==> src/cim_settings.svh <==
`ifndef CIM_SETTINGS_SVH
`define CIM_SETTINGS_SVH

// stored instruction layout
`define STORED_INSTR_WIDTH 32
`define ADDR_WIDTH         8
`define OPCODE_WIDTH       4
`define OPCODE_LSB         28  // opcode in bits 31:28
`define PRECISION_WIDTH    4
`define PRECISION_LSB      0   // legal precision 2 to 15
`define ROW_ADDR_WIDTH     7
`define SRC1_ROW_LSB       4   // bits 10:4
`define SRC2_ROW_LSB       11  // bits 17:11, rf index for ADD_CONST
`define DST_ROW_LSB        18  // bits 24:18

// constant register file
`define RF_ADDR_WIDTH      2
`define RF_COUNT           4
`define RF_WIDTH           16

// array command word
`define CMD_WIDTH          40  // sum of the array_cmd_t fields
`define CMD_ADDR           8'hff  // fixed address tied on the array side

`endif

==> src/cim_pkg.sv <==
`include "cim_settings.svh"

package cim_pkg;

    typedef enum logic [`OPCODE_WIDTH-1:0] {
        OP_ADD       = 4'd1,
        OP_MUL       = 4'd3,
        OP_ADD_CONST = 4'd4
    } opcode_e;  // all other codes are skipped

    typedef enum logic [2:0] {
        ST_IDLE,
        ST_ADD_BIT,
        ST_ADD_CARRY,
        ST_MUL_CLEAR,
        ST_MUL_MASK,
        ST_MUL_COPY,
        ST_MUL_ACC,
        ST_MUL_CARRY
    } seq_state_e;

    typedef struct packed {
        opcode_e                     op;
        logic [`PRECISION_WIDTH-1:0] precision;
        logic [`ROW_ADDR_WIDTH-1:0]  src1_row;
        logic [`ROW_ADDR_WIDTH-1:0]  src2_row;
        logic [`ROW_ADDR_WIDTH-1:0]  dst_row;
        logic [`RF_ADDR_WIDTH-1:0]   rf_sel;  // constant register, ADD_CONST only
    } decoded_instr_t;

    typedef struct packed {
        logic [1:0]                 predicate;    // 11 always write, 00 per mask
        logic [4:0]                 pad;
        logic                       write_en;
        logic [1:0]                 write_sel;
        logic                       port;         // 1 selects the carry port
        logic                       c_rst;
        logic                       c_en;
        logic                       m_rst;
        logic                       m_en;
        logic [3:0]                 truth_table;
        logic [`ROW_ADDR_WIDTH-1:0] dst;
        logic [`ROW_ADDR_WIDTH-1:0] src2;
        logic [`ROW_ADDR_WIDTH-1:0] src1;
    } array_cmd_t;

endpackage

==> src/instr_fetch.sv <==
`include "cim_settings.svh"

module instr_fetch (
    input  logic                   clk,
    input  logic                   rst_n,
    input  logic                   start,
    input  logic [`ADDR_WIDTH-1:0] start_addr,
    input  logic [`ADDR_WIDTH-1:0] end_addr,
    input  logic                   last_cmd,
    input  logic                   seq_idle,
    output logic [`ADDR_WIDTH-1:0] stored_instr_addr,
    output logic                   load,
    output logic                   done
);

    logic [`ADDR_WIDTH-1:0] addr_q;
    logic                   first;      // nothing fetched since start rose
    logic                   in_flight;  // an instruction sits in decode or sequencer
    logic                   past_end;   // end address already fetched

    // memory sees the start address for as long as start is low
    assign stored_instr_addr = start ? addr_q : start_addr;

    assign load = start && !past_end &&
                  (first || last_cmd || (seq_idle && !in_flight));

    always_ff @(posedge clk or negedge rst_n) begin
        if (!rst_n) begin
            addr_q    <= '0;
            first     <= 1'b1;
            in_flight <= 1'b0;
            past_end  <= 1'b0;
            done      <= 1'b0;
        end else if (!start) begin
            addr_q    <= start_addr;  // restart point
            first     <= 1'b1;
            in_flight <= 1'b0;
            past_end  <= 1'b0;
            done      <= 1'b0;
        end else begin
            if (load) begin
                addr_q    <= addr_q + 1'b1;
                first     <= 1'b0;
                in_flight <= 1'b1;
                if (addr_q == end_addr) begin
                    past_end <= 1'b1;
                end
            end else if (last_cmd) begin
                in_flight <= 1'b0;  // final command of the last instruction
            end
            if (past_end && !in_flight) begin
                done <= 1'b1;  // sticky until start drops
            end
        end
    end

endmodule

==> src/instr_decode.sv <==
`include "cim_settings.svh"

module instr_decode import cim_pkg::*; (
    input  logic                          clk,
    input  logic                          rst_n,
    input  logic                          start,
    input  logic                          load,
    input  logic [`STORED_INSTR_WIDTH-1:0] stored_instruction,
    output decoded_instr_t                instr,
    output logic                          instr_valid
);

    always_ff @(posedge clk or negedge rst_n) begin
        if (!rst_n) begin
            instr_valid <= 1'b0;
        end else begin
            instr_valid <= start && load;  // one cycle pulse per fetch
        end
    end

    // ADD, ADD_CONST and MUL share one field layout
    always_ff @(posedge clk) begin
        if (load) begin
            instr.op        <= opcode_e'(stored_instruction[`OPCODE_LSB +: `OPCODE_WIDTH]);
            instr.precision <= stored_instruction[`PRECISION_LSB +: `PRECISION_WIDTH];
            instr.src1_row  <= stored_instruction[`SRC1_ROW_LSB +: `ROW_ADDR_WIDTH];
            instr.src2_row  <= stored_instruction[`SRC2_ROW_LSB +: `ROW_ADDR_WIDTH];
            instr.dst_row   <= stored_instruction[`DST_ROW_LSB +: `ROW_ADDR_WIDTH];
            instr.rf_sel    <= stored_instruction[`SRC2_ROW_LSB +: `RF_ADDR_WIDTH];
        end
    end

endmodule

==> src/const_bit_stream.sv <==
`include "cim_settings.svh"

module const_bit_stream (
    input  logic                                  clk,
    input  logic                                  rst_n,
    input  logic [`RF_COUNT-1:0][`RF_WIDTH-1:0]   rf,
    input  logic [`RF_ADDR_WIDTH-1:0]             rf_sel,
    input  logic                                  capture,
    input  logic                                  shift,
    output logic                                  bit_out
);

    logic [`RF_WIDTH-1:0] bits_q;

    always_ff @(posedge clk or negedge rst_n) begin
        if (!rst_n) begin
            bits_q <= '0;
        end else if (capture) begin
            bits_q <= rf[rf_sel];  // load selected constant
        end else if (shift) begin
            bits_q <= bits_q >> 1;  // next bit for next sum command
        end
    end

    assign bit_out = bits_q[0];  // lsb first

endmodule

==> src/op_sequencer.sv <==
`include "cim_settings.svh"

module op_sequencer import cim_pkg::*; (
    input  logic           clk,
    input  logic           rst_n,
    input  logic           start,
    input  logic           instr_valid,
    input  decoded_instr_t instr,
    input  logic           const_bit,
    output array_cmd_t     cmd,
    output logic           cmd_valid,
    output logic           last_cmd,
    output logic           seq_idle,
    output logic           const_capture,
    output logic           const_shift
);

    seq_state_e                  state;
    logic [`PRECISION_WIDTH-1:0] i;  // bit index
    logic [`PRECISION_WIDTH-1:0] j;  // partial product index
    logic [`PRECISION_WIDTH-1:0] p_last;
    logic [`ROW_ADDR_WIDTH-1:0]  i_off;
    logic [`ROW_ADDR_WIDTH-1:0]  j_off;
    logic [`ROW_ADDR_WIDTH-1:0]  p_off;
    logic                        bit_last;
    logic                        supported;

    assign p_last    = instr.precision - 1'b1;
    assign bit_last  = (i == p_last);
    assign i_off     = {{(`ROW_ADDR_WIDTH-`PRECISION_WIDTH){1'b0}}, i};
    assign j_off     = {{(`ROW_ADDR_WIDTH-`PRECISION_WIDTH){1'b0}}, j};
    assign p_off     = {{(`ROW_ADDR_WIDTH-`PRECISION_WIDTH){1'b0}}, instr.precision};
    assign supported = instr.op inside {OP_ADD, OP_ADD_CONST, OP_MUL};

    always_ff @(posedge clk or negedge rst_n) begin
        if (!rst_n) begin
            state <= ST_IDLE;
            i     <= '0;
            j     <= '0;
        end else if (!start) begin
            state <= ST_IDLE;
            i     <= '0;
            j     <= '0;
        end else begin
            case (state)
                ST_IDLE: begin
                    i <= '0;
                    j <= '0;
                    if (instr_valid) begin
                        case (instr.op)
                            OP_ADD, OP_ADD_CONST: state <= ST_ADD_BIT;
                            OP_MUL:               state <= ST_MUL_CLEAR;
                            default:              state <= ST_IDLE;  // skipped
                        endcase
                    end
                end
                ST_ADD_BIT: begin
                    i <= i + 1'b1;
                    if (bit_last) begin
                        state <= ST_ADD_CARRY;
                    end
                end
                ST_ADD_CARRY: begin
                    state <= ST_IDLE;
                end
                ST_MUL_CLEAR: begin
                    if (bit_last) begin
                        i     <= '0;
                        state <= ST_MUL_MASK;
                    end else begin
                        i <= i + 1'b1;
                    end
                end
                ST_MUL_MASK: begin
                    i <= '0;
                    if (j == '0) begin
                        state <= ST_MUL_COPY;  // first partial product is a copy
                    end else begin
                        state <= ST_MUL_ACC;
                    end
                end
                ST_MUL_COPY: begin
                    if (bit_last) begin
                        j     <= {{(`PRECISION_WIDTH-1){1'b0}}, 1'b1};
                        state <= ST_MUL_MASK;
                    end else begin
                        i <= i + 1'b1;
                    end
                end
                ST_MUL_ACC: begin
                    if (bit_last) begin
                        state <= ST_MUL_CARRY;
                    end else begin
                        i <= i + 1'b1;
                    end
                end
                ST_MUL_CARRY: begin
                    if (j == p_last) begin
                        state <= ST_IDLE;
                    end else begin
                        j     <= j + 1'b1;
                        state <= ST_MUL_MASK;
                    end
                end
                default: state <= ST_IDLE;
            endcase
        end
    end

    assign seq_idle      = (state == ST_IDLE);
    assign cmd_valid     = (state != ST_IDLE);
    assign const_capture = (state == ST_IDLE) && instr_valid;
    assign const_shift   = (state == ST_ADD_BIT);

    always_comb begin
        cmd      = '0;
        last_cmd = 1'b0;
        if (state != ST_IDLE) begin
            cmd.write_en  = 1'b1;
            cmd.write_sel = 2'b01;
        end
        case (state)
            ST_IDLE: begin
                last_cmd = instr_valid && !supported;  // nothing to issue
            end
            ST_ADD_BIT: begin
                cmd.predicate = 2'b11;
                cmd.c_en      = 1'b1;
                if (instr.op == OP_ADD_CONST) begin
                    cmd.truth_table = const_bit ? 4'b0101 : 4'b1010;
                end else begin
                    cmd.truth_table = 4'b0110;  // xor
                end
                cmd.src1 = instr.src1_row + i_off;
                cmd.src2 = instr.src2_row + i_off;
                cmd.dst  = instr.dst_row + i_off;
            end
            ST_ADD_CARRY: begin
                cmd.predicate   = 2'b11;
                cmd.port        = 1'b1;  // carry out on second port
                cmd.c_rst       = 1'b1;
                cmd.truth_table = 4'b0110;
                cmd.src1        = instr.src1_row + p_off;
                cmd.src2        = instr.src2_row + p_off;
                cmd.dst         = instr.dst_row + p_off;
                last_cmd        = 1'b1;
            end
            ST_MUL_CLEAR: begin
                cmd.predicate = 2'b11;  // truth 0000 writes zeros
                cmd.src1      = instr.src1_row;
                cmd.src2      = instr.src2_row;
                cmd.dst       = instr.dst_row + p_off + i_off;
            end
            ST_MUL_MASK: begin
                cmd.write_en    = 1'b0;
                cmd.m_en        = 1'b1;
                cmd.truth_table = 4'b1010;  // pass src1 bit into mask
                cmd.src1        = instr.src1_row + j_off;
                cmd.src2        = instr.src2_row;
                cmd.dst         = instr.dst_row;
            end
            ST_MUL_COPY: begin
                cmd.truth_table = 4'b1100;  // pass src2
                cmd.src1        = instr.src1_row;
                cmd.src2        = instr.src2_row + i_off;
                cmd.dst         = instr.dst_row + i_off;
            end
            ST_MUL_ACC: begin
                cmd.c_en        = 1'b1;
                cmd.truth_table = 4'b0110;
                cmd.src1        = instr.dst_row + j_off + i_off;
                cmd.src2        = instr.src2_row + i_off;
                cmd.dst         = instr.dst_row + j_off + i_off;
            end
            ST_MUL_CARRY: begin
                cmd.port        = 1'b1;
                cmd.c_en        = 1'b1;
                cmd.truth_table = 4'b0110;
                cmd.src1        = instr.src1_row;
                cmd.src2        = instr.src2_row;
                cmd.dst         = instr.dst_row + j_off + p_off;
                last_cmd        = (j == p_last);
            end
            default: begin
                last_cmd = 1'b0;
            end
        endcase
    end

endmodule

==> src/cim_controller.sv <==
`include "cim_settings.svh"

module cim_controller import cim_pkg::*; (
    input  logic                           clk,
    input  logic                           rst_n,
    input  logic                           start,
    input  logic [`ADDR_WIDTH-1:0]         stored_instr_start_addr,
    input  logic [`ADDR_WIDTH-1:0]         stored_instr_end_addr,
    input  logic [`STORED_INSTR_WIDTH-1:0] stored_instruction,
    input  logic [`RF_WIDTH-1:0]           rf0,
    input  logic [`RF_WIDTH-1:0]           rf1,
    input  logic [`RF_WIDTH-1:0]           rf2,
    input  logic [`RF_WIDTH-1:0]           rf3,
    output logic [`ADDR_WIDTH-1:0]         stored_instr_addr,
    output logic [`CMD_WIDTH-1:0]          exec_instruction,
    output logic                           execute,
    output logic                           done
);

    decoded_instr_t instr;
    array_cmd_t     cmd;
    logic           load;
    logic           instr_valid;
    logic           cmd_valid;
    logic           last_cmd;
    logic           seq_idle;
    logic           const_capture;
    logic           const_shift;
    logic           const_bit;

    instr_fetch i_instr_fetch (
        .clk               (clk),
        .rst_n             (rst_n),
        .start             (start),
        .start_addr        (stored_instr_start_addr),
        .end_addr          (stored_instr_end_addr),
        .last_cmd          (last_cmd),
        .seq_idle          (seq_idle),
        .stored_instr_addr (stored_instr_addr),
        .load              (load),
        .done              (done)
    );

    instr_decode i_instr_decode (
        .clk                (clk),
        .rst_n              (rst_n),
        .start              (start),
        .load               (load),
        .stored_instruction (stored_instruction),
        .instr              (instr),
        .instr_valid        (instr_valid)
    );

    const_bit_stream i_const_bit_stream (
        .clk     (clk),
        .rst_n   (rst_n),
        .rf      ({rf3, rf2, rf1, rf0}),  // index 0 is rf0
        .rf_sel  (instr.rf_sel),
        .capture (const_capture),
        .shift   (const_shift),
        .bit_out (const_bit)
    );

    op_sequencer i_op_sequencer (
        .clk           (clk),
        .rst_n         (rst_n),
        .start         (start),
        .instr_valid   (instr_valid),
        .instr         (instr),
        .const_bit     (const_bit),
        .cmd           (cmd),
        .cmd_valid     (cmd_valid),
        .last_cmd      (last_cmd),
        .seq_idle      (seq_idle),
        .const_capture (const_capture),
        .const_shift   (const_shift)
    );

    assign exec_instruction = cmd;  // packed struct straight onto the bus
    assign execute          = cmd_valid && !done;

endmodule

==> config.mk <==
export PLATFORM = sky130hd
export DESIGN_NAME = cim_controller
export DESIGN_NICKNAME = d
export VERILOG_FILES = /design/src/cim_pkg.sv /design/src/instr_fetch.sv /design/src/instr_decode.sv /design/src/const_bit_stream.sv /design/src/op_sequencer.sv /design/src/cim_controller.sv
export VERILOG_INCLUDE_DIRS = /design/src
export SDC_FILE = /design/constraint.sdc
export NUM_CORES = 1
export LEC_CHECK = 0
export BUFFER_PORTS_ARGS = -buffer_cell sky130_fd_sc_hd__buf_2
export CAP_MARGIN = 20
export CORE_UTILIZATION = 49
export CTS_CLUSTER_SIZE = 14
export DETAILED_ROUTE_END_ITERATION = 7
export HOLD_SLACK_MARGIN = 0.12
export PLACE_DENSITY = 0.78
export RECOVER_POWER = 50
export SYNTH_ARGS = -nofsm -noshare
export SYNTH_HDL_FRONTEND = slang
export SYNTH_SLANG_ARGS = --single-unit
==> constraint.sdc <==
create_clock -name clk -period 3.89 [get_ports clk]
set_clock_uncertainty 0.2 [all_clocks]
set_input_delay 0.778 -clock clk [delete_from_list [all_inputs] [get_ports clk]]
set_output_delay 0.778 -clock clk [all_outputs]
set_load 0.01 [all_outputs]
==> flow_metrics.tcl <==
set metrics [dict create \
    root_buffer "clkbuf_16" \
    place_inst 1039 \
    synth_area_um2 6392 \
    worstSetupPathType "reg -> out" \
    fin_crit_ns 4.131 \
    crit_chain "nor2_2 > inv_2 > nor2_4 > nor2_4 > a221o_1 > ha_1 > inv_1 > fa_2 > nor2b_2 > o21ai_2 > a21boi_2 > buf_4 > nand4_1 > nand4_1 > a21oi_1 > buf_2" \
    cap_violations 1 \
    rsz0062_at_grt "true" \
    max_freq_mhz 242.0 \
    diodes 0 \
    dp.final_hpwl_um 14290 \
    ys_seq_area_share_pct 29.30 \
    first_pass_iters 5 \
    slew_headroom_pct -53.15 \
    ys_async_sr_fraction_pct 57.97 \
    cts.path.max_buffers 2 \
    start_util_pct 50.45 \
    insertion_delay_ns 0.34 \
    crit_required_ns 2.91 \
    core_area_um2 12670 \
    drv_slew 41 \
    finalWorstSetupSlack_ns -0.2415 \
    vias 6698 \
    crit_slowest_cell "dfrtp_1" \
    whs_ns 0.2911 \
    io_buffers 154 \
    drtAntennaViolNets 0 \
    drt_iter0_markers 748 \
    fin_nets 1078 \
    synth_area_per_cell_um2 8.953 \
    worst_setup_path_end_kind "output port" \
    worst-path-max-fanout 4 \
    synth_cells 714 \
    violations "max-capacitance violations, max-slew violations, negative setup slack" \
    die_h_um 116.2 \
    layout-drive-gt1-share_pct 36.68 \
    place.gp.congestion 0.9241 \
    chipWidth_um 116.2 \
    grt_start_max_net_pins 41 \
    total_power_mw 2.456 \
    synth-main-ff-cell "dfrtp_1" \
    synth_edf_count 29 \
    hold_viol 0 \
    worstMarginPinSlew_ns 2.297 \
    wl_per_cell_um 18.67 \
    antenna_found_initial 0 \
    dpl_worst_slack_ns 0.01260 \
    wirelength_um 20310 \
    cts-buffers-inserted 9 \
    clock_sinks 69 \
    grt_pass1_vias 6144 \
    io_pins 165 \
    htreeDepth 3 \
    startpoint_type "register" \
    dieArea_um2 13510 \
    outcome "finished with violations" \
    cpPeakStageDelay_ns 0.44 \
    irDropWorstVdd_mv 0.2951 \
    final_cells 1088 \
    cts_tree "yes" \
    grt_pass1_wl_um 30820 \
    setup_viol 10 \
    synth_cell_types 71 \
    viasPerCell 6.156 \
    grt_usage_pct 30.03 \
    clk_pin_slew_ns 0.06 \
    hold_path.class "reg -> reg" \
    rows 41 \
    power_per_cell_area_nw_per_um2 293.4 \
    ys_ff_latch 69 \
    ys_warn_count 0 \
    grt-ovfl-total 0 \
    areaGrowthSynthToFinish_pct 30.98 \
    arrival_ns 3.15 \
    post-route-period-util_pct 106.2 \
    leakage_nw 3.859 \
    drc_errors 0 \
]
cell usage in the layout (no fill, tap or decap), types with 15 or more instances in the layout:
cell type  instances
a21o_1            20
a22oi_1           15
xnor2_1           26
inv_1             19
xor2_1            23
nor2_1            63
mux4_2            16
a21oi_1           37
nand2_1           72
buf_4             68
dfrtp_1           39
buf_2            151
edfxtp_1          29
nand3_1           20
ha_1              37
a31oi_1           20
o21ai_0           32
cell usage after synthesis, drive strengths merged (5+ instances only):
cell	number	area share, %
a21o	20	2.3
a21oi	47	3.7
a221oi	6	0.82
a22oi	16	1.9
a31oi	20	2.0
and2	6	0.59
and3	8	0.78
buf	21	1.9
clkbuf	26	1.5
dfrtp	39	15
edfxtp	29	14
fa	9	2.8
ha	43	8.4
inv	25	1.5
mux2	8	1.4
mux2i	6	0.94
mux4	16	5.6
nand2	73	4.3
nand2b	5	0.49
nand3	24	1.9
nand4	10	0.98
nor2	69	4.1
nor2b	8	0.78
nor3	9	0.78
o211ai	9	1.1
o21ai	38	3.0
or3	8	0.86
xnor2	32	4.5
xor2	24	3.3
sequential cells by signal, indices dropped and copies added, names as in the netlist:
signal,cells
i_instr_decode.instr,29
i_instr_fetch.done,1
i_instr_fetch.first,1
i_op_sequencer.state,3
i_instr_decode.instr_valid,1
i_const_bit_stream.bits_q,16
i_instr_fetch.past_end,1
i_op_sequencer.i,4
i_instr_fetch.addr_q,8
i_instr_fetch.in_flight,1
i_op_sequencer.j,4
per-layer routing:
layer | up-vias | routed length (um) | GRT usage, % | part of all wire [%]
met1 | 3181 | 8190 | 39.33 | 40
met3 | 79 | 1706 | 5.968 | 8.4
met5 | - | 0 | 0 | 0
met4 | 0 | 953 | 16.84 | 4.7
li1 | 3043 | - | - | -
met2 | 395 | 9461 | 46.63 | 47
cell families (layout without fill, tap and decap cells):
family	count (synthesis)	in the layout	share of synthesized area (%)
buffers and inverters	72	268	4.893
flip-flops	69	69	29.30
multiplexers	30	30	7.986
AND/OR/NAND/NOR	228	228	16.50
XOR/XNOR	57	57	8.143
adder cells (fa/ha/maj)	52	52	11.24
other	1	7	0.05866
AO/OA/AOI/OAI	205	205	21.88
per-stage QoR:
step                      instance area [um2]  util, %  TNS, ns
after floorplan                          6427        -        0
after CTS                                8147    64.29  -0.4759
final                                    8373    66.08   -1.224
after global routing                     8373    66.08   -2.194
after detailed placement                 7493    59.14        0
after global placement                   7493    59.14        0
worst paths after layout:
kind	start	to	slack (ns)	depth (start not counted)
worst max-delay path	i_op_sequencer.state[1]	exec_instruction[6]	-0.24	16
worst min-delay path	i_instr_fetch.first	i_instr_fetch.first	0.29	2
worst max register to register	i_op_sequencer.state[0]	i_instr_decode.instr[11]	0.67	8
worst min register to register	i_instr_fetch.first	i_instr_fetch.first	0.29	2
max in group asynchronous	rst_n	i_op_sequencer.i[2]	1.25	1
min in group asynchronous	rst_n	i_instr_fetch.addr_q[4]	0.92	1
critical path, delay by kind of cell, from the launching register on:
family / cells / cell delay (ns)
compound gates: 4 / 0.74
fa+ha+maj: 2 / 0.43
buf+inv: 4 / 0.43
simple gates: 6 / 0.78
flops: 1 / 0.44
report_power, final:
group	switching (mW)	internal [mW]	total, mW
Sequential	0.0817	0.847	0.928
Clock	0.320	0.495	0.815
Combinational	0.373	0.340	0.713
Total	0.775	1.68	2.46
what timing repair did:
item,in CTS,in global routing
setup endpoints to repair,9,16
resized for setup,45,33
pin swaps,29,34
buffers inserted,25,9
hold buffers,0,0
layout make-up:
cell class	instances	area (um2)
multi-input combinational	579	4564
fill	1008	4298
sequential	69	1873
timing repair buffer	227	1334
clock buffer	10	229.0
tap	172	215.2
inverter	25	93.84
clock inverter	6	63.81
Power figures use the tool's default switching activity.
